==> src/design/bus_pkg.sv <==
// ######################################
// Bus widths and the request and
// response structs of the host bus
// ######################################

`default_nettype none

package bus_pkg;

  localparam int AddrWidth = 32;
  localparam int DataWidth = 32;
  localparam int BeWidth   = DataWidth / 8;

  // Request as presented by the host, valid while req is high
  typedef struct packed {
    logic [AddrWidth-1:0] addr;
    logic                 we;
    logic [BeWidth-1:0]   be;
    logic [DataWidth-1:0] wdata;
  } bus_req_t;

  // Response, qualified by rvalid one cycle after the grant
  typedef struct packed {
    logic [DataWidth-1:0] rdata;
    logic                 err;
  } bus_rsp_t;

endpackage

`default_nettype wire

==> src/design/soc_map_pkg.sv <==
// ######################################
// Device indices, address map and
// register offsets of the devices
// ######################################

`default_nettype none

package soc_map_pkg;

  typedef enum logic [1:0] {
    DevRam,
    DevSimCtrl,
    DevTimer
  } device_e;

  localparam int NrDevices = 3;

  // 1 MB of RAM
  localparam logic [31:0] RamBase     = 32'h0010_0000;
  localparam logic [31:0] RamMask     = ~32'h000F_FFFF;

  // 1 kB register windows
  localparam logic [31:0] SimCtrlBase = 32'h0002_0000;
  localparam logic [31:0] SimCtrlMask = ~32'h0000_03FF;
  localparam logic [31:0] TimerBase   = 32'h0003_0000;
  localparam logic [31:0] TimerMask   = ~32'h0000_03FF;

  // Simulation control registers
  localparam logic [31:0] SimCtrlOutOffs  = 32'h0;
  localparam logic [31:0] SimCtrlHaltOffs = 32'h8;

  // Timer registers, each 64-bit value split in two words
  localparam logic [31:0] TimerMtimeLoOffs = 32'h0;
  localparam logic [31:0] TimerMtimeHiOffs = 32'h4;
  localparam logic [31:0] TimerCmpLoOffs   = 32'h8;
  localparam logic [31:0] TimerCmpHiOffs   = 32'hC;

endpackage

`default_nettype wire

==> src/design/timer.sv <==
// ######################################
// 64-bit mtime / mtimecmp timer with
// interrupt output
// ######################################

`timescale 1ns/1ps
`default_nettype none

module timer import bus_pkg::*, soc_map_pkg::*; (
  input  logic     clk_i,
  input  logic     rst_n_i,
  input  logic     req_i,
  input  bus_req_t req_bus_i,
  output logic     rvalid_o,
  output bus_rsp_t rsp_o,
  output logic     timer_irq_o
);

  logic [31:0]          reg_offs;
  logic                 wr;
  logic                 offs_ok;
  logic [DataWidth-1:0] rdata_d;
  logic [63:0]          mtime_d;
  logic [63:0]          mtimecmp_d;

  logic [63:0]          mtime_q;
  logic [63:0]          mtimecmp_q;
  logic                 rvalid_q;
  logic                 err_q;
  logic [DataWidth-1:0] rdata_q;

  // Merge the enabled bytes of wdata into old
  function automatic logic [31:0] merge_be(logic [31:0] old, logic [31:0] wdata,
                                           logic [BeWidth-1:0] be);
    logic [31:0] res;
    res = old;
    for (int b = 0; b < BeWidth; b++) begin
      if (be[b]) begin
        res[b*8 +: 8] = wdata[b*8 +: 8];
      end
    end
    return res;
  endfunction

  assign reg_offs = req_bus_i.addr & ~TimerMask & ~32'h3;
  assign wr       = req_i && req_bus_i.we;

  // Read mux and offset check
  always_comb begin
    rdata_d = '0;
    offs_ok = 1'b1;
    case (reg_offs)
      TimerMtimeLoOffs: rdata_d = mtime_q[31:0];
      TimerMtimeHiOffs: rdata_d = mtime_q[63:32];
      TimerCmpLoOffs:   rdata_d = mtimecmp_q[31:0];
      TimerCmpHiOffs:   rdata_d = mtimecmp_q[63:32];
      default:          offs_ok = 1'b0;
    endcase
  end

  // A write to mtime replaces the increment of that cycle
  always_comb begin
    mtime_d    = mtime_q + 64'd1;
    mtimecmp_d = mtimecmp_q;
    if (wr) begin
      case (reg_offs)
        TimerMtimeLoOffs: mtime_d = {mtime_q[63:32],
                                     merge_be(mtime_q[31:0], req_bus_i.wdata, req_bus_i.be)};
        TimerMtimeHiOffs: mtime_d = {merge_be(mtime_q[63:32], req_bus_i.wdata, req_bus_i.be),
                                     mtime_q[31:0]};
        TimerCmpLoOffs:   mtimecmp_d[31:0] =
                            merge_be(mtimecmp_q[31:0], req_bus_i.wdata, req_bus_i.be);
        TimerCmpHiOffs:   mtimecmp_d[63:32] =
                            merge_be(mtimecmp_q[63:32], req_bus_i.wdata, req_bus_i.be);
        default: begin
        end
      endcase
    end
  end

  always_ff @(posedge clk_i) begin
    if (!rst_n_i) begin
      mtime_q    <= '0;
      mtimecmp_q <= '1;
      rvalid_q   <= 1'b0;
    end else begin
      mtime_q    <= mtime_d;
      mtimecmp_q <= mtimecmp_d;
      rvalid_q   <= req_i;
    end
  end

  // Read data holds the counter value seen at the accepting edge
  always_ff @(posedge clk_i) begin
    if (req_i) begin
      rdata_q <= req_bus_i.we ? '0 : rdata_d;
      err_q   <= !offs_ok;
    end
  end

  assign rvalid_o    = rvalid_q;
  assign rsp_o       = '{rdata: rdata_q, err: err_q};
  assign timer_irq_o = mtime_q >= mtimecmp_q;

endmodule

`default_nettype wire

==> config.mk <==
export PLATFORM = sky130hd
export DESIGN_NAME = timer
export DESIGN_NICKNAME = d
export VERILOG_FILES = /design/src/design/bus_pkg.sv /design/src/design/soc_map_pkg.sv /design/src/design/timer.sv
export SDC_FILE = /design/constraint.sdc
export NUM_CORES = 1
export LEC_CHECK = 0
export ABC_AREA = 1
export ABC_CLOCK_PERIOD_IN_PS = 3500
export BUFFER_PORTS_ARGS = -buffer_cell sky130_fd_sc_hd__buf_2
export CAP_MARGIN = 20
export CORE_UTILIZATION = 30
export DETAILED_ROUTE_END_ITERATION = 8
export RECOVER_POWER = 25
export SETUP_SLACK_MARGIN = 0.02
export SLEW_MARGIN = 20
export SYNTH_ARGS = -nofsm -noshare
export SYNTH_HDL_FRONTEND = slang
export SYNTH_SLANG_ARGS = --single-unit
==> constraint.sdc <==
create_clock -name clk_i -period 3.5 [get_ports clk_i]
set_input_delay 0.35 -clock clk_i [delete_from_list [all_inputs] [get_ports clk_i]]
set_output_delay 0.35 -clock clk_i [all_outputs]
set_load 0.005 [all_outputs]
; Word level (Yosys, flattened, before mapping)
; Index checks and enable logic that the tools add are counted.
[totals]
out_inout_bits = 35
ram_bits = 0
mem_bits_ro = 0
memories = 0
latchBits = 0
ff_bits = 162
in_bits = 72
wordCells = 62
[classes]
shifts = 0
n_addsub = 1
mux = 8
order_cmp = 1
multipliers = 0
n_eq_ne = 13
n_reduce_logical = 20
n_bitwise = 0
div = 0
[ops]
columns = op, n
row1 = 32-bit one-hot mux with 4 select lines, 1
row2 = 64-bit one-hot mux with 2 select lines, 1
row3 = 64-bit by 1-bit adder with 64-bit output (second input constant), 1
row4 = 64-bit >= comparator, 1
row5 = 64-bit two-way mux, 1
row6 = 32-bit logical NOT, 1
row7 = 8-bit two-way mux, 4
row8 = 3-bit inequality test (second input constant), 8
row9 = 3-bit AND reduction, 8
row10 = 8-bit by 2-bit equality test with 1-bit output (second input constant), 2
row11 = 2-bit AND reduction, 8
row12 = 8-bit by 1-bit equality test with 1-bit output (second input constant), 1
row13 = 2-bit inequality test (second input constant), 2
row14 = 4-bit OR reduction, 1
row15 = 1-bit logical AND, 1
row16 = 1-bit logical NOT, 1
row17 = 1-bit two-way mux, 1

; Depth between registers and ports, before layout
[logic_depth]
word_depth = 4
ltp_mapped = 15

; Worst setup path after synthesis
; OpenSTA, ideal clock, no wires.
[synth_path]
path_kind = reg2out
startpoint = register mtimecmp_q[63]
endpoint = output timer_irq_o
path_slack_ns = 1.830
path_stages_with_launch = 10
t_arrival_ns = 1.320
required_time_ns = 3.150
path_cell_list = dfxtp_1 > inv_1 > ha_1 > nand2_1 > nor2_1 > and2_1 > nand3_1 > nor2_1 > nand4_1 > nand3_1
[synth_between]
elab_chain_len = 1
[synth_rtl]
columns = item, line
row1 = from (decl), timer.sv:27  ; logic [63:0] mtimecmp_q;
row2 = from (signal assigned), timer.sv:88  ; mtimecmp_q <= mtimecmp_d;
row3 = 64-bit >= comparator, timer.sv:103  ; assign timer_irq_o = mtime_q >= mtimecmp_q;
row4 = to (decl), timer.sv:16  ; output logic timer_irq_o
; No other way between the ends.

; Worst setup path after layout
[layout_path]
startpoint = register mtime_q[31]
endpoint = output timer_irq_o
[layout_between]
elab_chain_len = 1
[layout_rtl]
columns = item, line
row1 = from (decl), timer.sv:26  ; logic [63:0] mtime_q;
row2 = from (signal assigned), timer.sv:87  ; mtime_q <= mtime_d;
row3 = 64-bit >= comparator, timer.sv:103
; No other way between the ends.

==> out/results.ini <==
[route]
first_pass_iters=9
vias=11580
antenna_left=0
remaining_drc_errors=3
vias_per_cell=5.195
wl_per_cell_um=19.01
drt_iter0_markers=1208
wl_um=42350

[synth]
syn_nets=1828
avgSynthCellArea_um2=6.550
synth.distinct_cells=37
synth_area_um2=11080
ys_ff_latch=162
ys_top_cells_by_area=dfxtp_1 (23%), nand2_1 (15%), edfxtp_1 (8.9%)
yosysWarnings=0
syn_inst=1691
yosysSeqAreaShare=0.3226
yosysTopAreaCell=dfxtp_1
netlist.area_leader.share=0.2331

[finish]
final_cell_area_um2=12500
final_cells=2228
antenna_cells=0
drive_above_1_share=0.09830
nNetsFinal=1884
final_util=0.3431
syn_to_final_growth_pct=12.84
fill_cells=3975

[floorplanning]
die_x_um=194.2
die_h_um=194.2
coreArea_um2=36430
io-pin-count=107
initial_utilization=0.3040
row_count=70
design.die.area_um2=37700

[critical_path]
arrival_ps=2670
crit_path_start_kind=flop
crit_fanout=6
cp.required_ps=3150
endpoint_kind=primary output
worstSetupPathType=reg2out

[power_and_ir_drop]
pwr-share-clk=0.479
p_per_area_nw_per_um2=327.3
p_total_mw=4.091
p_sw_frac=0.2575
p_leak_nw=5.376
power.internal_mw=3.037
ir_drop_uv=325.3
p_sw_mw=1.054
seq_power_share=0.472
combPwrFrac=0.049

[job]
maxCapViolCount=1

[clock_tree]
clk_path_buf_depth=2
clkLatencyLatePin_ps=450
h-tree-depth=4
cts.repair.resized=0
cts_tree=built
path_clk_slew_ps=70
numClockSinks=162
cts_made_buffers=17
post_cts_buffers=0
clockRootBuffer=clkbuf_16
ctsHoldBuffers=0

[sta]
maxSlewViolCount=35
setup_viol=0
slew_headroom=-0.5853
setup_slack_ps=484.1
rsz0062_at_grt=no
period_needed_ps=3016
tightest_slew_ps=2378
finalHoldViolCount=0
fin_hold_ws_ps=140.1
skew_ps=19.83
tns_ps=0
min_period_over_period=0.8617
max_freq_mhz=331.6

[grt]
globalRouteOverflowTotal=0
grt_use_met1=0.2957
grt_pass1_wl_um=64340
gr-usage-met3=0.05444
grt_max_degree=73
use_met2=0.3535
antenna_found_initial=2
grt_use_total=0.2253
first_global_vias=10830
grt_busiest_layer=met2

[placement]
place_inst=2195
detailed_place_hpwl_um=32040
dp_slack_ps=979.2
portBuffers=82
place.gp.congestion=1.001
dpl_cell_area_um2=11900

[status]
outcome=complete, but fails checks
violations=design-rule violations, max-capacitance violations, max-slew violations

[hold_path]
hold_path.class=in2reg

-- routing by layer --
metal / share of wire / up-vias
li1: - / 5714
met1: 0.44 / 5370
met2: 0.45 / 416
met3: 0.077 / 71
met4: 0.034 / 4
met5: 0.00040 / -
-- kinds of logic (layout without fill, tap and decap cells) --
family,count (synthesis),in the layout,share of synthesized area
simple gates,872,872,0.3254
compound gates,327,327,0.1770
buf+inv,255,324,0.09364
flops,162,162,0.3226
fa+ha+maj,65,65,0.07342
xor+xnor,10,10,0.007907
-- state kept, by name, summed over array words and instances, names as in the netlist --
register	flops
mtimecmp_q	64
rdata_q	32
mtime_q	64
rvalid_o	1
err_q	1
-- critical path, stage by stage (launching register included) --
cell and delay, ps:
dfxtp_1 420, ha_1 370, nand4_1 80, nor3_1 580, and3_1 370, nand2_1 80
nand2_1 60, nand2_1 60, nand3_1 90, buf_2 120
-- synthesized netlist by cell type, drive strengths merged --
cell type and n:
xnor2 2, clkbuf 31, o21ai 77, and2 1, o21a 4, o22ai 53, dfxtp 129, ha 65
o21bai 1, or2 1, nor2 273, nand2 469, nand3 88, a31oi 25, buf 32, and3 1
nand4 15, a21oi 104, o211ai 63, edfxtp 33, inv 192, nor3 24, xor2 8
-- placed cells by master (no fill, tap or decap), types with 53 or more instances in the layout --
cell / instances
o211ai_1: 63
buf_2: 72
dfxtp_1: 129
nand2_1: 453
nand3_1: 87
a21oi_1: 95
o22ai_1: 53
ha_1: 65
inv_1: 187
nor2_1: 258
o21ai_0: 71
-- area by class of cell --
cell class | count | area [um2] | area share
well taps | 468 | 585.6 | 0.04685
clock buffers | 18 | 429.2 | 0.03433
inverters | 192 | 720.7 | 0.05766
multi-input cells | 1274 | 6474 | 0.5179
clock inverters | 14 | 151.4 | 0.01211
flip-flops and latches | 162 | 3573 | 0.2859
repair buffers | 100 | 565.5 | 0.04525
-- power by group through the flow --
stage               logic, mW  clock network (mW)  registers (mW)
floorplan              0.0933                   0            1.97
global placement        0.198                   0            1.97
detailed placement      0.201                   0            1.97
CTS                     0.201                1.98            1.93
global route            0.220                2.05            1.93
finish                  0.200                1.96            1.93
-- final timing paths --
path / startpoint / end / slack [ps] / cells after the start
hold reg to reg: mtimecmp_q[40] / mtimecmp_q[40] / 480 / 2
hold / removal: req_bus_i[0] / mtimecmp_q[0] / 140 / 3
setup reg to reg: mtime_q[15] / mtime_q[47] / 980 / 9
setup / recovery: mtime_q[31] / timer_irq_o / 480 / 9
No activity file was read; power rests on OpenSTA's default activity.
