`src/design/bus_pkg.sv`:
```
// ######################################
// Bus widths and the request and
// response structs of the host bus
// ######################################

`default_nettype none

package bus_pkg;

  localparam int AddrWidth = 32;
  localparam int DataWidth = 32;
  localparam int BeWidth   = DataWidth / 8;

  // Request as presented by the host, valid while req is high
  typedef struct packed {
    logic [AddrWidth-1:0] addr;
    logic                 we;
    logic [BeWidth-1:0]   be;
    logic [DataWidth-1:0] wdata;
  } bus_req_t;

  // Response, qualified by rvalid one cycle after the grant
  typedef struct packed {
    logic [DataWidth-1:0] rdata;
    logic                 err;
  } bus_rsp_t;

endpackage

`default_nettype wire

```
`src/design/soc_map_pkg.sv`:
```
// ######################################
// Device indices, address map and
// register offsets of the devices
// ######################################

`default_nettype none

package soc_map_pkg;

  typedef enum logic [1:0] {
    DevRam,
    DevSimCtrl,
    DevTimer
  } device_e;

  localparam int NrDevices = 3;

  // 1 MB of RAM
  localparam logic [31:0] RamBase     = 32'h0010_0000;
  localparam logic [31:0] RamMask     = ~32'h000F_FFFF;

  // 1 kB register windows
  localparam logic [31:0] SimCtrlBase = 32'h0002_0000;
  localparam logic [31:0] SimCtrlMask = ~32'h0000_03FF;
  localparam logic [31:0] TimerBase   = 32'h0003_0000;
  localparam logic [31:0] TimerMask   = ~32'h0000_03FF;

  // Simulation control registers
  localparam logic [31:0] SimCtrlOutOffs  = 32'h0;
  localparam logic [31:0] SimCtrlHaltOffs = 32'h8;

  // Timer registers, each 64-bit value split in two words
  localparam logic [31:0] TimerMtimeLoOffs = 32'h0;
  localparam logic [31:0] TimerMtimeHiOffs = 32'h4;
  localparam logic [31:0] TimerCmpLoOffs   = 32'h8;
  localparam logic [31:0] TimerCmpHiOffs   = 32'hC;

endpackage

`default_nettype wire

```
`src/design/bus_decoder.sv`:
```
// ######################################
// Address decoder with response mux
// and error reply for unmapped space
// ######################################

`timescale 1ns/1ps
`default_nettype none

module bus_decoder import bus_pkg::*, soc_map_pkg::*; (
  input  logic                 clk_i,
  input  logic                 rst_n_i,

  // Host side
  input  logic                 req_i,
  input  bus_req_t             host_req_i,
  output logic                 gnt_o,
  output logic                 rvalid_o,
  output bus_rsp_t             host_rsp_o,

  // Device side
  output logic [NrDevices-1:0] dev_req_o,
  output bus_req_t             dev_req_bus_o [NrDevices],
  input  logic [NrDevices-1:0] dev_rvalid_i,
  input  bus_rsp_t             dev_rsp_i [NrDevices]
);

  localparam bus_rsp_t UnmappedRsp = '{rdata: '0, err: 1'b1};

  logic    dev_hit;
  device_e dev_sel;

  logic    rvalid_q;
  logic    unmapped_q;
  device_e sel_q;

  // True if addr falls into the window of dev
  function automatic logic addr_hit(logic [AddrWidth-1:0] addr, device_e dev);
    logic hit;
    case (dev)
      DevRam:     hit = (addr & RamMask) == RamBase;
      DevSimCtrl: hit = (addr & SimCtrlMask) == SimCtrlBase;
      DevTimer:   hit = (addr & TimerMask) == TimerBase;
      default:    hit = 1'b0;
    endcase
    return hit;
  endfunction

  // First matching window wins, regions do not overlap anyway
  always_comb begin
    dev_hit = 1'b0;
    dev_sel = DevRam;
    for (int i = 0; i < NrDevices; i++) begin
      if (!dev_hit && addr_hit(host_req_i.addr, device_e'(i))) begin
        dev_hit = 1'b1;
        dev_sel = device_e'(i);
      end
    end
  end

  // Every device accepts a request each cycle
  assign gnt_o = req_i;

  always_comb begin
    for (int i = 0; i < NrDevices; i++) begin
      dev_req_o[i]     = req_i && dev_hit && (dev_sel == device_e'(i));
      dev_req_bus_o[i] = host_req_i;
    end
  end

  // Remember the target of the accepted request for the response
  always_ff @(posedge clk_i) begin
    if (!rst_n_i) begin
      rvalid_q   <= 1'b0;
      unmapped_q <= 1'b0;
      sel_q      <= DevRam;
    end else begin
      rvalid_q <= req_i;
      if (req_i) begin
        unmapped_q <= !dev_hit;
        sel_q      <= dev_sel;
      end
    end
  end

  // Unmapped accesses are answered here, the rest by the device
  assign rvalid_o   = unmapped_q ? rvalid_q : dev_rvalid_i[sel_q];
  assign host_rsp_o = unmapped_q ? UnmappedRsp : dev_rsp_i[sel_q];

endmodule

`default_nettype wire

```
`config.mk`:
```
export PLATFORM = sky130hd
export DESIGN_NAME = bus_decoder
export DESIGN_NICKNAME = d
export VERILOG_FILES = /design/src/design/bus_pkg.sv /design/src/design/soc_map_pkg.sv /design/src/design/bus_decoder.sv
export SDC_FILE = /design/constraint.sdc
export NUM_CORES = 1
export LEC_CHECK = 0
export BUFFER_PORTS_ARGS = -buffer_cell sky130_fd_sc_hd__clkbuf_2
export CELL_PAD_IN_SITES_DETAIL_PLACEMENT = 0
export CELL_PAD_IN_SITES_GLOBAL_PLACEMENT = 2
export CORE_AREA = 3 3 162 164
export CTS_BUF_LIST = sky130_fd_sc_hd__clkbuf_4 sky130_fd_sc_hd__clkbuf_8
export CTS_CLUSTER_SIZE = 14
export DETAILED_ROUTE_END_ITERATION = 10
export DIE_AREA = 0 0 165 167
export GPL_ROUTABILITY_DRIVEN = 1
export PLACE_DENSITY_LB_ADDON = 0.1
export SLEW_MARGIN = 5
export SYNTH_ARGS = -nofsm -noshare
export SYNTH_HDL_FRONTEND = slang
export SYNTH_SLANG_ARGS = --single-unit
export TNS_END_PERCENT = 100
```
`constraint.sdc`:
```
create_clock -name clk_i -period 1.2 [get_ports clk_i]
set_input_delay 0.06 -clock clk_i [delete_from_list [all_inputs] [get_ports clk_i]]
set_output_delay 0.06 -clock clk_i [all_outputs]
set_load 0.01 [all_outputs]
```
=== After elaboration in Yosys (flattened, before gate mapping) ===
Index checks and enable logic that the tools add are counted.

* Word-level logic and storage cells: 33
* Bits in registers: 4
* Input bits: 174
* Output and inout port bits: 245

* Reductions and logical operators: 10
* Eq/ne operators: 5
* Muxes and demuxes: 12
* Magnitude comparators: 2
* Bitwise gates (word level): 1

{| class="wikitable"
|+ Operators by type and width
! cell !! count
|-
| two-way mux 33 bit || 3
|-
| binary-select mux 33 bit (select 2 bit) || 1
|-
| == test 22 x 8 -> 1 bit (second input constant) || 2
|-
| == test 12 x 1 -> 1 bit (second input constant) || 1
|-
| logical AND 1 bit || 6
|-
| two-way mux 1 bit || 6
|-
| greater-or-equal comparator 3 bit (second input constant) || 1
|-
| logical NOT 1 bit || 3
|-
| < comparator 2 x 3 -> 1 bit (second input constant) || 1
|-
| NOT 2 -> 3 bit || 1
|-
| binary-select mux 1 bit (select 2 bit) || 1
|-
| == test 2 x 1 -> 1 bit (second input constant) || 1
|-
| == test 2 bit (second input constant) || 1
|-
| logical NOT 2 bit || 1
|-
| two-way mux 2 bit || 1
|}

=== Logic depth before layout (Yosys ltp) ===
* Depth after elaboration: 10
* Mapped depth: 6
* Mapped depth without buffers: 3

=== Least setup slack after synthesis ===
Ideal clock, no wire load.

* Path type: register to output
* Start: register sel_q[1]
* End: output port host_rsp_o[13] in the netlist's numbering
* Data required time: 1.140 ns
* Arrival: 1.102 ns
* Buffers on the path: 3
* Setup slack: 0.038 ns
* Cell stages (with the launch flop): 7
* Path through: dfxtp_1 buf_6 nor2b_1 buf_4 buf_4 nand2_1 a21oi_1

{| class="wikitable"
|+ RTL lines
! element !! line !! RTL
|-
| start, declared || bus_decoder.sv:34 || <nowiki>device_e sel_q;</nowiki>
|-
| start signal, assigned || bus_decoder.sv:75 || <nowiki>sel_q <= DevRam;</nowiki>
|-
| start signal, assigned || bus_decoder.sv:80 || <nowiki>sel_q <= dev_sel;</nowiki>
|-
| end, declared || bus_decoder.sv:18 || <nowiki>output bus_rsp_t host_rsp_o,</nowiki>
|}

=== Worst setup path in the final report ===
* Start: register sel_q[1]
* End: output port rvalid_o

* Longest elaborated chain between the ends: 3

{| class="wikitable"
|+ Ends and longest elaborated chain
! element !! line !! RTL
|-
| binary-select mux 1 bit (select 2 bit) || bus_decoder.sv:86 || <nowiki>assign rvalid_o = unmapped_q ? rvalid_q : dev_rvalid_i[sel_q];</nowiki>
|-
| two-way mux 1 bit (not written as such) || bus_decoder.sv:86 ||
|-
| two-way mux 1 bit || bus_decoder.sv:86 ||
|-
| end, declared || bus_decoder.sv:17 || <nowiki>output logic rvalid_o,</nowiki>
|}

Every way passes these cells. The select of a mux whose other input is x is not followed.

==> metrics.txt <==
# TYPE chip_impl_metric gauge
chip_impl_info{name="status",value="finished, violations left"} 1
chip_impl_info{name="violations",value="setup timing"} 1
chip_impl_metric{name="synth.avg_cell_area",unit="um^2"} 7.39
chip_impl_info{name="cts_tree",value="built"} 1
chip_impl_metric{name="timing.slew.headroom",unit="%"} 78.3
chip_impl_metric{name="area_growth_syn_to_layout",unit="%"} 17.1
chip_impl_metric{name="minimum_setup_slack_among_reg_to_reg_paths",unit="ps"} 300
chip_impl_metric{name="synth-adder-area-share",unit="%"} 0
chip_impl_metric{name="grt_usage",unit="%"} 6.89
chip_impl_metric{name="crit_required",unit="ps"} 1140
chip_impl_info{name="crit_start",value="sel_q[1]"} 1
chip_impl_metric{name="syn-cell-area",unit="um^2"} 2860
chip_impl_metric{name="yosysWarnings",unit=""} 0
chip_impl_metric{name="synth_xor_area_share",unit="%"} 0
chip_impl_metric{name="synth-compound-area-share",unit="%"} 8.71
chip_impl_info{name="setup.worst_path.end",value="rvalid_o"} 1
chip_impl_info{name="clk_root_buffer_cell",value="clkbuf_8"} 1
chip_impl_metric{name="dr.pass1.iters",unit=""} 4
chip_impl_info{name="holdCritStartpoint",value="host_req_i[42]"} 1
chip_impl_metric{name="tritoncts.num_buffers",unit=""} 3
chip_impl_metric{name="power_density",unit="nW/um^2"} 373
chip_impl_metric{name="maxCapViolCount",unit=""} 0
chip_impl_metric{name="synth.yosys.seq_area_share",unit="%"} 2.80
chip_impl_metric{name="final_worst_path_cycle_share",unit="%"} 127
chip_impl_metric{name="place.detailed.instances",unit=""} 748
chip_impl_metric{name="n_antenna_cell",unit=""} 0
chip_impl_metric{name="gp_congestion",unit=""} 0.646
chip_impl_metric{name="num_vias",unit=""} 2402
chip_impl_metric{name="stdcell_count",unit=""} 761
chip_impl_metric{name="num_rows",unit=""} 58
chip_impl_metric{name="hold_buffers",unit=""} 0
chip_impl_metric{name="setup_violations",unit=""} 34
chip_impl_metric{name="clock-sinks",unit=""} 4
chip_impl_metric{name="synthesis.nets",unit=""} 561
chip_impl_metric{name="antenna_found_initial",unit=""} 0
chip_impl_metric{name="grt_first_pass_wirelength",unit="um"} 14700
chip_impl_info{name="worstReg2RegStart",value="unmapped_q"} 1
chip_impl_metric{name="drc",unit=""} 0
chip_impl_metric{name="final_layout_size_suffix_gt1_share",unit="%"} 73.1
chip_impl_metric{name="numPortBuffers",unit=""} 230
chip_impl_metric{name="routed_wl",unit="um"} 10600
chip_impl_metric{name="initialDrtViolationCount",unit=""} 36
chip_impl_metric{name="worstPathArrival",unit="ps"} 1460
chip_impl_metric{name="worst-slew-pin-transition",unit="ps"} 323
chip_impl_metric{name="fillers",unit=""} 2936
chip_impl_metric{name="synth-seq-cells",unit=""} 4
chip_impl_metric{name="setup_tns",unit="ps"} -8510
chip_impl_metric{name="irDropWorstVdd",unit="V"} 0.000219
chip_impl_metric{name="hold_slack",unit="ps"} 120
chip_impl_metric{name="worst_path_max_fanout",unit=""} 5
chip_impl_metric{name="clock-skew-final",unit="ps"} 0
chip_impl_metric{name="post_drt_wl_per_cell",unit="um"} 13.9
chip_impl_metric{name="hold_violations",unit=""} 0
chip_impl_metric{name="placement.setup.worst_slack",unit="ps"} -207
chip_impl_metric{name="clock_tree.htree_level_count",unit=""} 1
chip_impl_metric{name="synth_cells",unit=""} 387
chip_impl_metric{name="synthSimpleGateAreaFrac",unit="%"} 16.8
chip_impl_metric{name="fp.coreArea",unit="um^2"} 25000
chip_impl_metric{name="die_h",unit="um"} 167
chip_impl_metric{name="worst_r2r_path_depth",unit=""} 2
chip_impl_metric{name="floorplan.die_area",unit="um^2"} 27600
chip_impl_metric{name="fmax",unit="MHz"} 656
chip_impl_metric{name="drt-vias-per-instance",unit=""} 3.16
chip_impl_metric{name="ant_nets",unit=""} 0
chip_impl_metric{name="synth.mux.area_fraction",unit="%"} 12.3
chip_impl_info{name="r2r_end",value="unmapped_q"} 1
chip_impl_metric{name="ioPinCount",unit=""} 419
chip_impl_metric{name="fin_nets",unit=""} 607
chip_impl_metric{name="grt_overflow",unit=""} 0
chip_impl_metric{name="path_clk_slew",unit="ps"} 30
chip_impl_info{name="synth_top_family_by_area",value="buffers and inverters"} 1
chip_impl_metric{name="finalMaxSlewViolations",unit=""} 0
chip_impl_metric{name="postLayoutSetupSlackWorst",unit="ps"} -325
chip_impl_metric{name="dp_hpwl",unit="um"} 8220
chip_impl_info{name="grt_setup_unrepaired",value="yes"} 1
chip_impl_info{name="critical_path.startpoint_type",value="register"} 1
chip_impl_metric{name="dieWidth",unit="um"} 165
chip_impl_metric{name="pin_count_of_the_biggest_net_entering_global_routing",unit=""} 36
chip_impl_metric{name="period_needed",unit="ps"} 1520
chip_impl_metric{name="clkLatencyLatePin",unit="ps"} 210
chip_impl_metric{name="static-leakage-power",unit="nW"} 1.53
chip_impl_info{name="timing.hold.worst.class",value="in2out"} 1
chip_impl_info{name="worstSetupPathType",value="reg2out"} 1
chip_impl_metric{name="initial_standard_cell_utilization_of_the_core",unit="%"} 11.4
chip_impl_metric{name="number_of_global_route_vias_before_repair",unit=""} 2383
chip_impl_metric{name="cts_max_path_buffers",unit=""} 2
chip_impl_metric{name="count_of_cell_types_in_the_netlist",unit=""} 29
chip_impl_info{name="crit_path_end_kind",value="output port"} 1
## cells by family after synthesis
logic type             after synthesis
AOI/OAI and AO/OA                   39
buffers and inverters              224
DFF                                  4
muxes                               35
and+or+nand+nor                     85
## power breakdown
part | switching (mW) | internal, mW
registers | 0.00541 | 0.136
clock network | 0.0628 | 0.213
logic | 0.402 | 0.429
total | 0.471 | 0.779
## area by class of cell
type | instances | area (um^2) | share of cell area [%]
multi-input cells | 159 | 1220 | 36.5
clock buffers | 3 | 41.3 | 1.23
well taps | 330 | 413 | 12.3
inverters | 1 | 3.75 | 0.112
flip-flops and latches | 4 | 86.3 | 2.58
repair buffers | 264 | 1580 | 47.2
## registers in the layout, indices dropped and copies added, names as in the netlist
signal      flops
sel_q           2
rvalid_q        1
unmapped_q      1
## critical path, stage by stage (launching register included)
cell and delay [ps]:
dfxtp_4 410, nor2b_4 60, buf_12 140, buf_4 130
o2bb2ai_1 110, mux2_2 260, clkbuf_2 140
## cell usage after synthesis
library cell	n	area, um^2
buf_4	211	1580
o31ai_1	2	15.0
mux2i_1	34	340
inv_1	1	3.75
or2_2	4	25.0
nand2_1	34	128
mux2_2	1	11.3
buf_6	2	22.5
and2_1	1	6.26
nor3_1	1	5.00
nor2b_1	1	6.26
or2_0	18	113
nor2_1	2	7.51
nand3b_1	3	22.5
nor4_4	1	21.3
a21oi_2	10	87.6
o2bb2ai_1	1	8.76
buf_12	3	60.1
o21ai_0	1	5.00
clkbuf_1	6	22.5
a31oi_1	1	6.26
or2_1	10	62.6
buf_2	1	5.00
o221a_2	1	11.3
a21oi_1	23	115
nor4_1	4	25.0
nor4b_2	3	45.0
nand3_1	3	15.0
dfxtp_1	4	80.1
## metrics by stage
stage	instance area, um^2	total power, mW	utilization (%)
detailed placement	3010	0.948	12.0
global placement	3010	0.964	12.0
floorplan	2860	1.06	-
global route	3350	1.34	13.4
CTS	3280	1.25	13.1
finish	3350	1.25	13.4
## metal layers
metal	track usage (%)	vias up	wire (um)
met5	0	-	0
met4	1.71	0	202
met3	1.97	30	1180
met2	13.6	173	5550
met1	6.94	1052	3660
li1	-	1147	-
## worst min-delay path by stage
| stage | cells past startpoint | endpoint |
|---|---|---|
| 2_1_floorplan | 1 | dev_req_o[1] |
| 3_3_place_gp | 0 | dev_req_bus_o[101] |
| 3_5_place_dp | 0 | dev_req_bus_o[101] |
| 4_1_cts | 0 | dev_req_bus_o[101] |
| 5_1_grt | 0 | dev_req_bus_o[111] |
| 6_report | 0 | dev_req_bus_o[111] |
## placed cells by master (no fill, tap or decap), types with 2 or more instances in the layout
master	netlist	routed
nor4_1	4	2
dfxtp_2	0	2
nand3b_1	3	3
buf_6	2	3
a21oi_1	23	11
clkbuf_2	0	200
or2_0	18	13
or2_1	10	15
buf_12	3	9
nor4b_4	0	2
a21oi_2	10	22
mux2i_1	34	32
nand2_2	0	5
buf_2	1	26
buf_4	211	23
o31ai_1	2	2
or2_4	0	3
buf_8	0	2
nand3_1	3	2
nand2_1	34	29
clkbuf_8	0	3
nor4_2	0	2
mux2i_2	0	2
## what timing repair did
item,CTS,global route
cloned,3,0
resized for setup,20,62
setup buffers,6,4
setup endpoints to repair,37,37
pin swaps,5,12
Power figures use the tool's default switching activity.
