File: src/design/bus_pkg.sv
// ######################################
// Bus widths and the request and
// response structs of the host bus
// ######################################

`default_nettype none

package bus_pkg;

  localparam int AddrWidth = 32;
  localparam int DataWidth = 32;
  localparam int BeWidth   = DataWidth / 8;

  // Request as presented by the host, valid while req is high
  typedef struct packed {
    logic [AddrWidth-1:0] addr;
    logic                 we;
    logic [BeWidth-1:0]   be;
    logic [DataWidth-1:0] wdata;
  } bus_req_t;

  // Response, qualified by rvalid one cycle after the grant
  typedef struct packed {
    logic [DataWidth-1:0] rdata;
    logic                 err;
  } bus_rsp_t;

endpackage

`default_nettype wire

File: src/design/soc_map_pkg.sv
// ######################################
// Device indices, address map and
// register offsets of the devices
// ######################################

`default_nettype none

package soc_map_pkg;

  typedef enum logic [1:0] {
    DevRam,
    DevSimCtrl,
    DevTimer
  } device_e;

  localparam int NrDevices = 3;

  // 1 MB of RAM
  localparam logic [31:0] RamBase     = 32'h0010_0000;
  localparam logic [31:0] RamMask     = ~32'h000F_FFFF;

  // 1 kB register windows
  localparam logic [31:0] SimCtrlBase = 32'h0002_0000;
  localparam logic [31:0] SimCtrlMask = ~32'h0000_03FF;
  localparam logic [31:0] TimerBase   = 32'h0003_0000;
  localparam logic [31:0] TimerMask   = ~32'h0000_03FF;

  // Simulation control registers
  localparam logic [31:0] SimCtrlOutOffs  = 32'h0;
  localparam logic [31:0] SimCtrlHaltOffs = 32'h8;

  // Timer registers, each 64-bit value split in two words
  localparam logic [31:0] TimerMtimeLoOffs = 32'h0;
  localparam logic [31:0] TimerMtimeHiOffs = 32'h4;
  localparam logic [31:0] TimerCmpLoOffs   = 32'h8;
  localparam logic [31:0] TimerCmpHiOffs   = 32'hC;

endpackage

`default_nettype wire

File: src/design/sim_ctrl.sv
// ######################################
// Simulation control, character output
// and halt register
// ######################################

`timescale 1ns/1ps
`default_nettype none

module sim_ctrl import bus_pkg::*, soc_map_pkg::*; (
  input  logic       clk_i,
  input  logic       rst_n_i,
  input  logic       req_i,
  input  bus_req_t   req_bus_i,
  output logic       rvalid_o,
  output bus_rsp_t   rsp_o,
  output logic       char_valid_o,
  output logic [7:0] char_o,
  output logic       halt_o
);

  logic [31:0] reg_offs;
  logic        wr;
  logic        out_wr;
  logic        halt_wr;

  logic        rvalid_q;
  logic        char_valid_q;
  logic        halt_q;
  logic [7:0]  char_q;

  // Word offset inside the 1 kB window
  assign reg_offs = req_bus_i.addr & ~SimCtrlMask & ~32'h3;

  assign wr      = req_i && req_bus_i.we;
  assign out_wr  = wr && (reg_offs == SimCtrlOutOffs) && req_bus_i.be[0];
  assign halt_wr = wr && (reg_offs == SimCtrlHaltOffs);

  always_ff @(posedge clk_i) begin
    if (!rst_n_i) begin
      rvalid_q     <= 1'b0;
      char_valid_q <= 1'b0;
      halt_q       <= 1'b0;
    end else begin
      rvalid_q     <= req_i;
      char_valid_q <= out_wr;
      // Sticky until the next reset
      if (halt_wr) begin
        halt_q <= 1'b1;
      end
    end
  end

  always_ff @(posedge clk_i) begin
    if (out_wr) begin
      char_q <= req_bus_i.wdata[7:0];
    end
  end

  // Registers are write only
  assign rvalid_o     = rvalid_q;
  assign rsp_o        = '{rdata: '0, err: 1'b0};
  assign char_valid_o = char_valid_q;
  assign char_o       = char_q;
  assign halt_o       = halt_q;

endmodule

`default_nettype wire

File: config.mk
export PLATFORM = sky130hd
export DESIGN_NAME = sim_ctrl
export DESIGN_NICKNAME = d
export VERILOG_FILES = /design/src/design/bus_pkg.sv /design/src/design/soc_map_pkg.sv /design/src/design/sim_ctrl.sv
export SDC_FILE = /design/constraint.sdc
export NUM_CORES = 1
export LEC_CHECK = 0
export BUFFER_PORTS_ARGS = -buffer_cell sky130_fd_sc_hd__buf_2
export CAP_MARGIN = 30
export CORE_ASPECT_RATIO = 1.5
export CORE_MARGIN = 2
export CORE_UTILIZATION = 24
export CTS_BUF_LIST = sky130_fd_sc_hd__clkbuf_4 sky130_fd_sc_hd__clkbuf_8
export DETAILED_ROUTE_END_ITERATION = 10
export PLACE_DENSITY = 0.84
export SKIP_LAST_GASP = 1
export SLEW_MARGIN = 40
export SYNTH_ARGS = -nofsm -noshare
export SYNTH_HDL_FRONTEND = slang
export SYNTH_SLANG_ARGS = --single-unit
File: constraint.sdc
create_clock -name clk_i -period 1.55 [get_ports clk_i]
set_input_delay 0.2325 -clock clk_i [delete_from_list [all_inputs] [get_ports clk_i]]
set_output_delay 0.2325 -clock clk_i [all_outputs]
set_load 0.01 [all_outputs]
==> Word level (Yosys, flattened, before mapping) <==
Index checks and enable logic that the tools add are counted.
{ "totals": {"ramBits": 0, "memories": 0, "wordCells": 10, "reg_bits": 11, "out_inout_bits": 44, "rom_bits": 0, "latch_bits": 0, "input_bits": 72} }
{ "op_classes": {"shifts": 0, "reduce_logical": 5, "muxes": 0, "bitwise_logic": 0, "n_div": 0, "multipliers": 0, "magnitude_cmp": 0, "n_eq_ne": 1, "add_sub_neg": 0} }
{ "ops": {"columns": ["operator", "n"], "rows": [
  ["32-bit logical NOT", 1],
  ["8-bit by 2-bit == test with 1-bit output, second input constant", 1],
  ["1-bit logical AND", 4]
]} }

==> Logic depth before layout (Yosys ltp) <==
Gate-level depths: netlist of run 1.
{ "logic_depth": {"ltp_word": 3, "mapped_depth": 3} }

==> Worst setup path after synthesis of run 1 <==
Ideal clock, no wire load.
{ "synth_path": {"path_type": "input port to flip-flop", "startpoint": "in req_bus_i[41] in the netlist's numbering", "endpoint": "reg char_q[0] (netlist: char_o[0]) (enable)", "required_time_ns": 1.181, "stages": 2, "slack_ns": -0.021, "setup_time_ns": 0.369, "arrival_time_ns": 1.202, "n_path_buf": 0, "cell_sequence": "or4_4 nor4_4"} }
{ "synth_between": {"elab_chain_cells": 3} }
{ "synth_rtl": {"columns": ["element", "line_no", "source"], "rows": [
  ["start, declared", "sim_ctrl.sv:13", "input bus_req_t req_bus_i,"],
  ["32-bit logical NOT", "sim_ctrl.sv:35", "assign out_wr = wr && (reg_offs == SimCtrlOutOffs) && req_bus_i.be[0];"],
  ["1-bit logical AND (2 in a row)", "sim_ctrl.sv:35", null],
  ["named net out_wr", "sim_ctrl.sv:23", "logic out_wr;"],
  ["end signal, assigned", "sim_ctrl.sv:55", "char_q <= req_bus_i.wdata[7:0];"],
  ["end, declared", "sim_ctrl.sv:29", "logic [7:0] char_q;"]
]} }
The timed path passes the listed nets, and every way through them passes these cells.
A chain may end at the register's enable or synchronous reset.

==> Worst setup path after layout of run 1 <==
Same ends and word-level chain as after synthesis.

==> results of run 1 <==
## cells in the final DEF (no fill, tap or decap)
cell type  Yosys  layout
and2_1         2       2
buf_2          0      31
buf_4         33       1
clkbuf_4       0       3
clkinv_2       0       1
conb_1         1      33
dfxtp_1        3       3
edfxtp_1       8       8
inv_1          1       1
nand2b_1       1       1
nand4bb_1      1       1
nor4_1         1       1
nor4_4         1       1
o21a_1         1       1
or4_4          1       1
## metal layers
layer  up-vias  part of all wire
met2        59              0.43
li1        180                 -
met5         -                 0
met1       159              0.25
met4         0             0.054
met3         4              0.25
## cells by family after synthesis
group | after synthesis | synth area share
flip-flops | 11 | 0.475
other | 1 | 0.00593
AND/OR/NAND/NOR | 7 | 0.109
AO/OA/AOI/OAI | 1 | 0.0119
buffers and inverters | 34 | 0.398
## cell type report
type / count / share of cell area
Tap cell: 24 / 0.0415
Clock inverter: 1 / 0.00691
Timing Repair Buffer: 32 / 0.225
Inverter: 1 / 0.00518
Multi-Input combinational cell: 41 / 0.276
Sequential cell: 11 / 0.415
Clock buffer: 3 / 0.0311
## per-stage QoR
stage | hold WS (ns) | instances
6_report | 0.133 | 113
5_1_grt | 0.132 | 113
4_1_cts | 0.121 | 113
3_5_place_dp | 0.411 | 109
3_3_place_gp | 0.409 | 109
2_1_floorplan | 0.331 | 86
## sequential cells by signal, indices dropped and copies added (netlist names)
register	cells
halt_o	1
char_valid_o	1
rvalid_o	1
char_o	8
## path summary, 6_finish.rpt
path / endpoint / slack [ns]
worst max-delay path: char_o[0] / 0.25
worst min-delay path: char_o[3] / 0.13
worst max register to register: halt_o / 0.96
worst min register to register: halt_o / 0.47
## power groups by stage
stage / sequential, W / combinational (W) / clock, W
global placement: 0.000323 / 0.0000695 / 0
CTS: 0.000317 / 0.0000706 / 0.000198
global route: 0.000317 / 0.0000817 / 0.000200
floorplan: 0.000324 / 0.000103 / 0
detailed placement: 0.000323 / 0.0000705 / 0
finish: 0.000317 / 0.0000722 / 0.000187
==> results.cfg, run 1 <==
[cells_and_area]
diodes = 0
multi_input_area_um2 = 200
drive_above_1_share = 0.427
layout.nets = 162
final-seq-area_um2 = 300
final_area_um2 = 724
fillers = 270
finish.utilization = 0.292
area.growth.synth_to_final_pct = 14.7

[power]
comb_power_share = 0.125
power.switching_w = 0.000142
switching_share = 0.246
p_int_w = 0.000434
p_total_w = 0.000576
clkPwrFrac = 0.325
powerDensity_mw_per_mm2 = 795
ir_worst_vdd_uv = 187
pwr-share-seq = 0.550
leakagePower_nw = 0.378

[die]
row_count = 22
ioPinCount = 116
die_w_um = 45.9
die_h_um = 66.8
initial_core_util = 0.255
core_area_mm2 = 0.00248
fp.dieArea_mm2 = 0.00307

[synthesis]
yosys-top-cells-area = buf_4 (39%), edfxtp_1 (38%), dfxtp_1 (9.5%)
netlist_instances = 54
yosysSeqAreaShare = 0.475
syn_area_um2 = 632
ys.warnings.count = 0
yosysTopAreaCellShare = 0.392
async_flop_share = 0
syn_avg_cell_area_um2 = 11.7
synth.distinct_cells = 12
ys_ff_latch = 11
synth_ff_type = edfxtp_1
synth_edf_count = 8
yosys.area.top_type = buf_4
synth_common_cells = buf_4 (33), edfxtp_1 (8), dfxtp_1 (3)
synth_most_common_cell = buf_4

[clock_network]
cts_num_sinks = 11
cts_buffers = 3
cts_tree = built
cts_max_level = 1
cts_resized = 0
cts_hold_buf = 0
postCtsSetupRepairBufs = 0
worstSkewPairLatency_ns = 0.27
cts_max_path_buffers = 2
clock-root-buffer = clkbuf_4
clk_pin_slew_ns = 0.06

[sta]
skew_ns = 0
slew_violations = 0
finalCritPeriodShare = 0.841
finalCriticalPeriod_ns = 1.30
fmax_mhz = 767
tns_ns = 0
fin_ws_ns = 0.246
rsz0062_at_grt = no
finalHoldViolCount = 0
setup_viol = 0

[placed_design]
portBuffers = 31
dp_hpwl_um = 925
routabilityCongestion = 0.651
pre_cts_slack_ns = -0.0527
placedInstanceArea_um2 = 697

[worst_setup_path]
critPathBufInv = 2
setup.worst_path.class = in -> reg
critical_path_depth = 4
cp_cell_sequence = buf_2 > or4_4 > nor4_4 > buf_4
crit_family = simple AND/OR/NAND/NOR gates
reg2reg_depth = 1
slowest_stage = or4_4
arrival_ns = 1.28
path_max_fanout = 9
worstPathRequired_ns = 1.53
crit_start = req_bus_i[41]
r2r_start = halt_o
start_kind = primary input
max_stage_delay_ns = 0.54
cp-end-kind = flip-flop

[routing]
drtAntennaViolNets = 0
wl_per_cell_um = 9.10
drt_iter0_markers = 6
drt_pass1_iterations = 4
vias_per_cell = 3.56
remaining_drc_errors = 0
dr_total_vias = 402
wl_um = 1030

[global_routing]
antenna_found_initial = 0
grt_util_met2 = 0.115
grt_pass1_vias = 323
grt_busiest_layer = met2
gr-total-overflow = 0
grt_max_degree = 10
met3_usage = 0.0190
grt_pass1_wl_um = 1310
met1_usage = 0.0480
grt_usage = 0.0688

[min_path]
hp-class = in -> reg
hold_depth = 1
min_from = req_bus_i[3]

[flow_run]
drv_cap = 0

[run_status]
run_status = finished, final reports clean
Power figures use the tool's default switching activity.
==> run 2, diff against run 1 <==
ABC_AREA = 1   (was default)
CORE_UTILIZATION = 27   (was 24)
PLACE_DENSITY = 0.89   (was 0.84)
clock period = 1.3 ns   (was 1.55 ns; I/O delays follow)
==> run 2 against run 1 <==
Against the previous run:
- largest cell class unchanged
- power rose by 23%
- sequential power rose by 19%
- synthesized cell count rose by 20%
- via count rose by 7.5%
- die area fell by 9.8%
- design area fell by 0.35%
- critical endpoint is now char_o[3]
- global-route usage rose by 1.1 points
- non-clock buffer count fell by 1
- clock power rose by 30%
- cell count rose by 8.0%
- critical path type unchanged
- sequential share of layout area rose by 0.14 points
- wire length rose by 7.7%
==> results.cfg, run 2 <==
[run_status]
run_status = finished, final reports clean

[sta]
fmax_mhz = 995
slew_violations = 0
finalHoldViolCount = 0
setup_viol = 0
finalCriticalPeriod_ns = 1.00
tns_ns = 0
rsz0062_at_grt = no
skew_ns = 0
finalCritPeriodShare = 0.773
whs_ns = 0.104

[worst_setup_path]
worstPathRequired_ns = 1.24
cp-end-kind = flip-flop
start_kind = primary input
arrival_ns = 0.94
setup.worst_path.class = in -> reg
path_max_fanout = 8

[routing]
wl_per_cell_um = 9.07
dr_total_vias = 432
drt_iter0_markers = 7
drtAntennaViolNets = 0
drt_pass1_iterations = 3
vias_per_cell = 3.54
wl_um = 1110
remaining_drc_errors = 0

[global_routing]
grt_max_degree = 9
antenna_found_initial = 0
grt_pass1_wl_um = 1530
grt_usage = 0.0799
gr-total-overflow = 0
grt_pass1_vias = 369

[synthesis]
async_flop_share = 0
yosys.area.top_type = buf_4
synth.distinct_cells = 10
ys_ff_latch = 11
synth_common_cells = buf_4 (33), edfxtp_1 (8), inv_1 (6), nor2_1 (6), nand2_1 (5)
ys.warnings.count = 0
yosysTopAreaCellShare = 0.390
yosysSeqAreaShare = 0.472
syn_area_um2 = 636
netlist_instances = 65
yosys-top-cells-area = buf_4 (39%), edfxtp_1 (38%), dfxtp_1 (9.4%)
synth_ff_type = edfxtp_1
syn_avg_cell_area_um2 = 9.78
synth_most_common_cell = buf_4
synth_edf_count = 8

[die]
die_h_um = 63.4
initial_core_util = 0.285
core_area_mm2 = 0.00223
fp.dieArea_mm2 = 0.00277
die_w_um = 43.6
ioPinCount = 116
row_count = 21

[clock_network]
postCtsSetupRepairBufs = 0
cts_max_path_buffers = 2
cts_hold_buf = 0
cts_num_sinks = 11
cts_resized = 0
clk_pin_slew_ns = 0.07
cts_tree = built
clock-root-buffer = clkbuf_4
worstSkewPairLatency_ns = 0.26
cts_max_level = 1
cts_buffers = 3

[power]
ir_worst_vdd_uv = 230
p_total_w = 0.000709
powerDensity_mw_per_mm2 = 982
leakagePower_nw = 0.402

[cells_and_area]
final_common_cell = conb_1
layout_common_cells = conb_1 (33), buf_2 (31), edfxtp_1 (8)
diodes = 0
drive_above_1_share = 0.364
layout.nets = 172
finalNonFillerCells = 122
area.growth.synth_to_final_pct = 13.6
largest_register_ffs = 8

[min_path]
hp-class = in -> reg

[flow_run]
drv_cap = 0

[placed_design]
dp.cells = 118
routabilityCongestion = 0.819
portBuffers = 31
==> run 2: power by group <==
part / switching, W / internal (W) / leakage [nW]
clock: 0.000104 / 0.000139 / 0.0184
combinational: 0.0000612 / 0.0000261 / 0.288
sequential: 0.000000305 / 0.000377 / 0.0963
==> run 2: area by class of cell <==
type                    instances  area, um2
clock buffers                   4       30.0
multi-input cells              47        185
well taps                      23       28.8
repair buffers                 31        155
inverters                       6       22.5
flip-flops and latches         11        300
fillers                       219       1510
==> run 2: cell families (layout without fill, tap and decap cells) <==
family / Yosys count / after routing / share of synthesized area
buf+inv: 39 / 41 / 0.425
simple gates: 13 / 13 / 0.0827
compound gates: 1 / 1 / 0.0138
flops: 11 / 11 / 0.472
other cells: 1 / 33 / 0.00590
==> run 2: critical path: stages <==
cell and delay (ns):
buf_2 0.09, or2_1 0.23, nor2_1 0.10, nand2_1 0.08
inv_1 0.25
==> run 2: layer usage <==
metal / wire length [um] / track usage / share of wire
met5: 0 / 0 / 0
met4: 5 / 0.0682 / 0.0045
met3: 257 / 0.0229 / 0.23
met2: 532 / 0.149 / 0.48
met1: 311 / 0.0605 / 0.28
==> run 2: worst paths after layout <==
check                start   endpoint  cells past startpoint  slack [ns]
min           req_bus_i[4]  char_o[4]                      1        0.10
max          req_bus_i[42]  char_o[3]                      5        0.30
max reg2reg         halt_o     halt_o                      2        0.76
min reg2reg         halt_o     halt_o                      2        0.47
==> run 2: metrics by stage <==
stage | util | cell area, um2 | setup WS, ns
finish | 0.323 | 722 | 0.295
global placement | 0.310 | 692 | 0.0295
global route | 0.323 | 722 | 0.230
detailed placement | 0.310 | 692 | 0.00597
floorplan | - | 756 | 0.228
CTS | 0.323 | 722 | 0.281
==> run 3, diff against run 2 <==
ABC_AREA = 0   (was 1)
clock period = 1 ns   (was 1.3 ns; I/O delays follow)
==> run 3 against run 2 <==
Against the previous run:
- the flow now finishes with violations (negative setup slack)
- clock power is 30% higher
- setup slack worse by 0.50 ns
- register-to-register slack worse by 0.34 ns
- die area is 0.55% lower
==> results.cfg, run 3 (same netlist as run 1, synthesis figures left out) <==
[run_status]
run_status = finished with violations
violations = negative setup slack

[clock_network]
cts_tree = built
cts_hold_buf = 0
clk_pin_slew_ns = 0.06
worstSkewPairLatency_ns = 0.26
cts_buffers = 3
cts_num_sinks = 11
cts_max_level = 1
cts_max_path_buffers = 2
postCtsSetupRepairBufs = 0
clock-root-buffer = clkbuf_4

[flow_run]
drv_cap = 0

[routing]
vias_per_cell = 3.70
drt_pass1_iterations = 3
wl_per_cell_um = 9.17
remaining_drc_errors = 0
dr_total_vias = 422
wl_um = 1050
drt_iter0_markers = 2
drtAntennaViolNets = 0

[power]
leakagePower_nw = 0.390
ir_worst_vdd_uv = 305
powerDensity_mw_per_mm2 = 1240

[worst_setup_path]
worstPathRequired_ns = 0.98
arrival_ns = 1.19
max_stage_delay_ns = 0.54
slowest_stage = or4_4
setup.worst_path.class = in -> reg
start_kind = primary input
cp-end-kind = flip-flop
cp_cell_sequence = buf_2 > or4_4 > nor4_4 > buf_6
critPathBufInv = 2
path_max_fanout = 9
crit_family = simple AND/OR/NAND/NOR gates

[cells_and_area]
largest_register_ffs = 8
fillers = 224
diodes = 0
final-seq-area_um2 = 300
multi_input_area_um2 = 200
layout.nets = 164
finalNonFillerCells = 114
drive_above_1_share = 0.440
area.growth.synth_to_final_pct = 17.8
finish.utilization = 0.333
layout_common_cells = conb_1 (33), buf_2 (31), edfxtp_1 (8)
final_common_cell = conb_1

[min_path]
hp-class = in -> reg

[global_routing]
antenna_found_initial = 0
grt_max_degree = 10
grt_pass1_wl_um = 1460
grt_pass1_vias = 350
gr-total-overflow = 0
grt_usage = 0.0775

[die]
core_area_mm2 = 0.00223
row_count = 21
ioPinCount = 116
die_h_um = 63.2
initial_core_util = 0.283
die_w_um = 43.5
fp.dieArea_mm2 = 0.00275

[sta]
tns_ns = -1.82
rsz0062_at_grt = yes
setup_viol = 10
fmax_mhz = 830
fin_ws_ns = -0.205
skew_ns = 0
finalHoldViolCount = 0
finalCritPeriodShare = 1.20
slew_violations = 0
finalCriticalPeriod_ns = 1.20

[placed_design]
dp_hpwl_um = 981
pre_cts_slack_ns = -0.520
portBuffers = 31
dp.cells = 110
routabilityCongestion = 0.715
## run 3: final timing paths
check | endpoint | slack [ns] | cells after the start | from
min | char_o[5] | 0.06 | 1 | req_bus_i[5]
max | char_o[1] | -0.20 | 4 | req_bus_i[41]
min reg2reg | halt_o | 0.47 | 1 | halt_o
max reg2reg | halt_o | 0.42 | 1 | halt_o
## run 3: per-stage QoR
step | power [W] | hold slack, ns | area, um2
after floorplan | 0.000662 | 0.249 | 752
after global placement | 0.000615 | 0.327 | 711
after detailed placement | 0.000616 | 0.333 | 711
after CTS | 0.000935 | 0.0531 | 744
after global routing | 0.000974 | 0.0408 | 744
final | 0.000924 | 0.0570 | 744
## run 3: area by class of cell
type | count | share of cell area
sequential | 11 | 0.403
multi-input combinational | 41 | 0.269
tap | 23 | 0.0387
timing repair buffer | 34 | 0.244
clock buffer | 4 | 0.0403
inverter | 1 | 0.00504
## run 3: power by group
| part | internal [W] | switching, W |
|---|---|---|
| clock network | 0.000181 | 0.000135 |
| logic | 0.0000372 | 0.0000796 |
| registers | 0.000491 | 0.000000449 |
| total | 0.000709 | 0.000215 |
## run 3: layer usage
metal  GRT usage  vias up  wire, um
met5           0        -         0
met4      0.0682        0        28
met3      0.0344        3       241
met2       0.136       59       511
met1      0.0589      174       264
li1            -      186         -
## run 3: timing repair
action,in CTS,in global routing
endpoints found under the setup margin,10,10
resized for setup,1,0
endpoints found under the hold margin,0,0
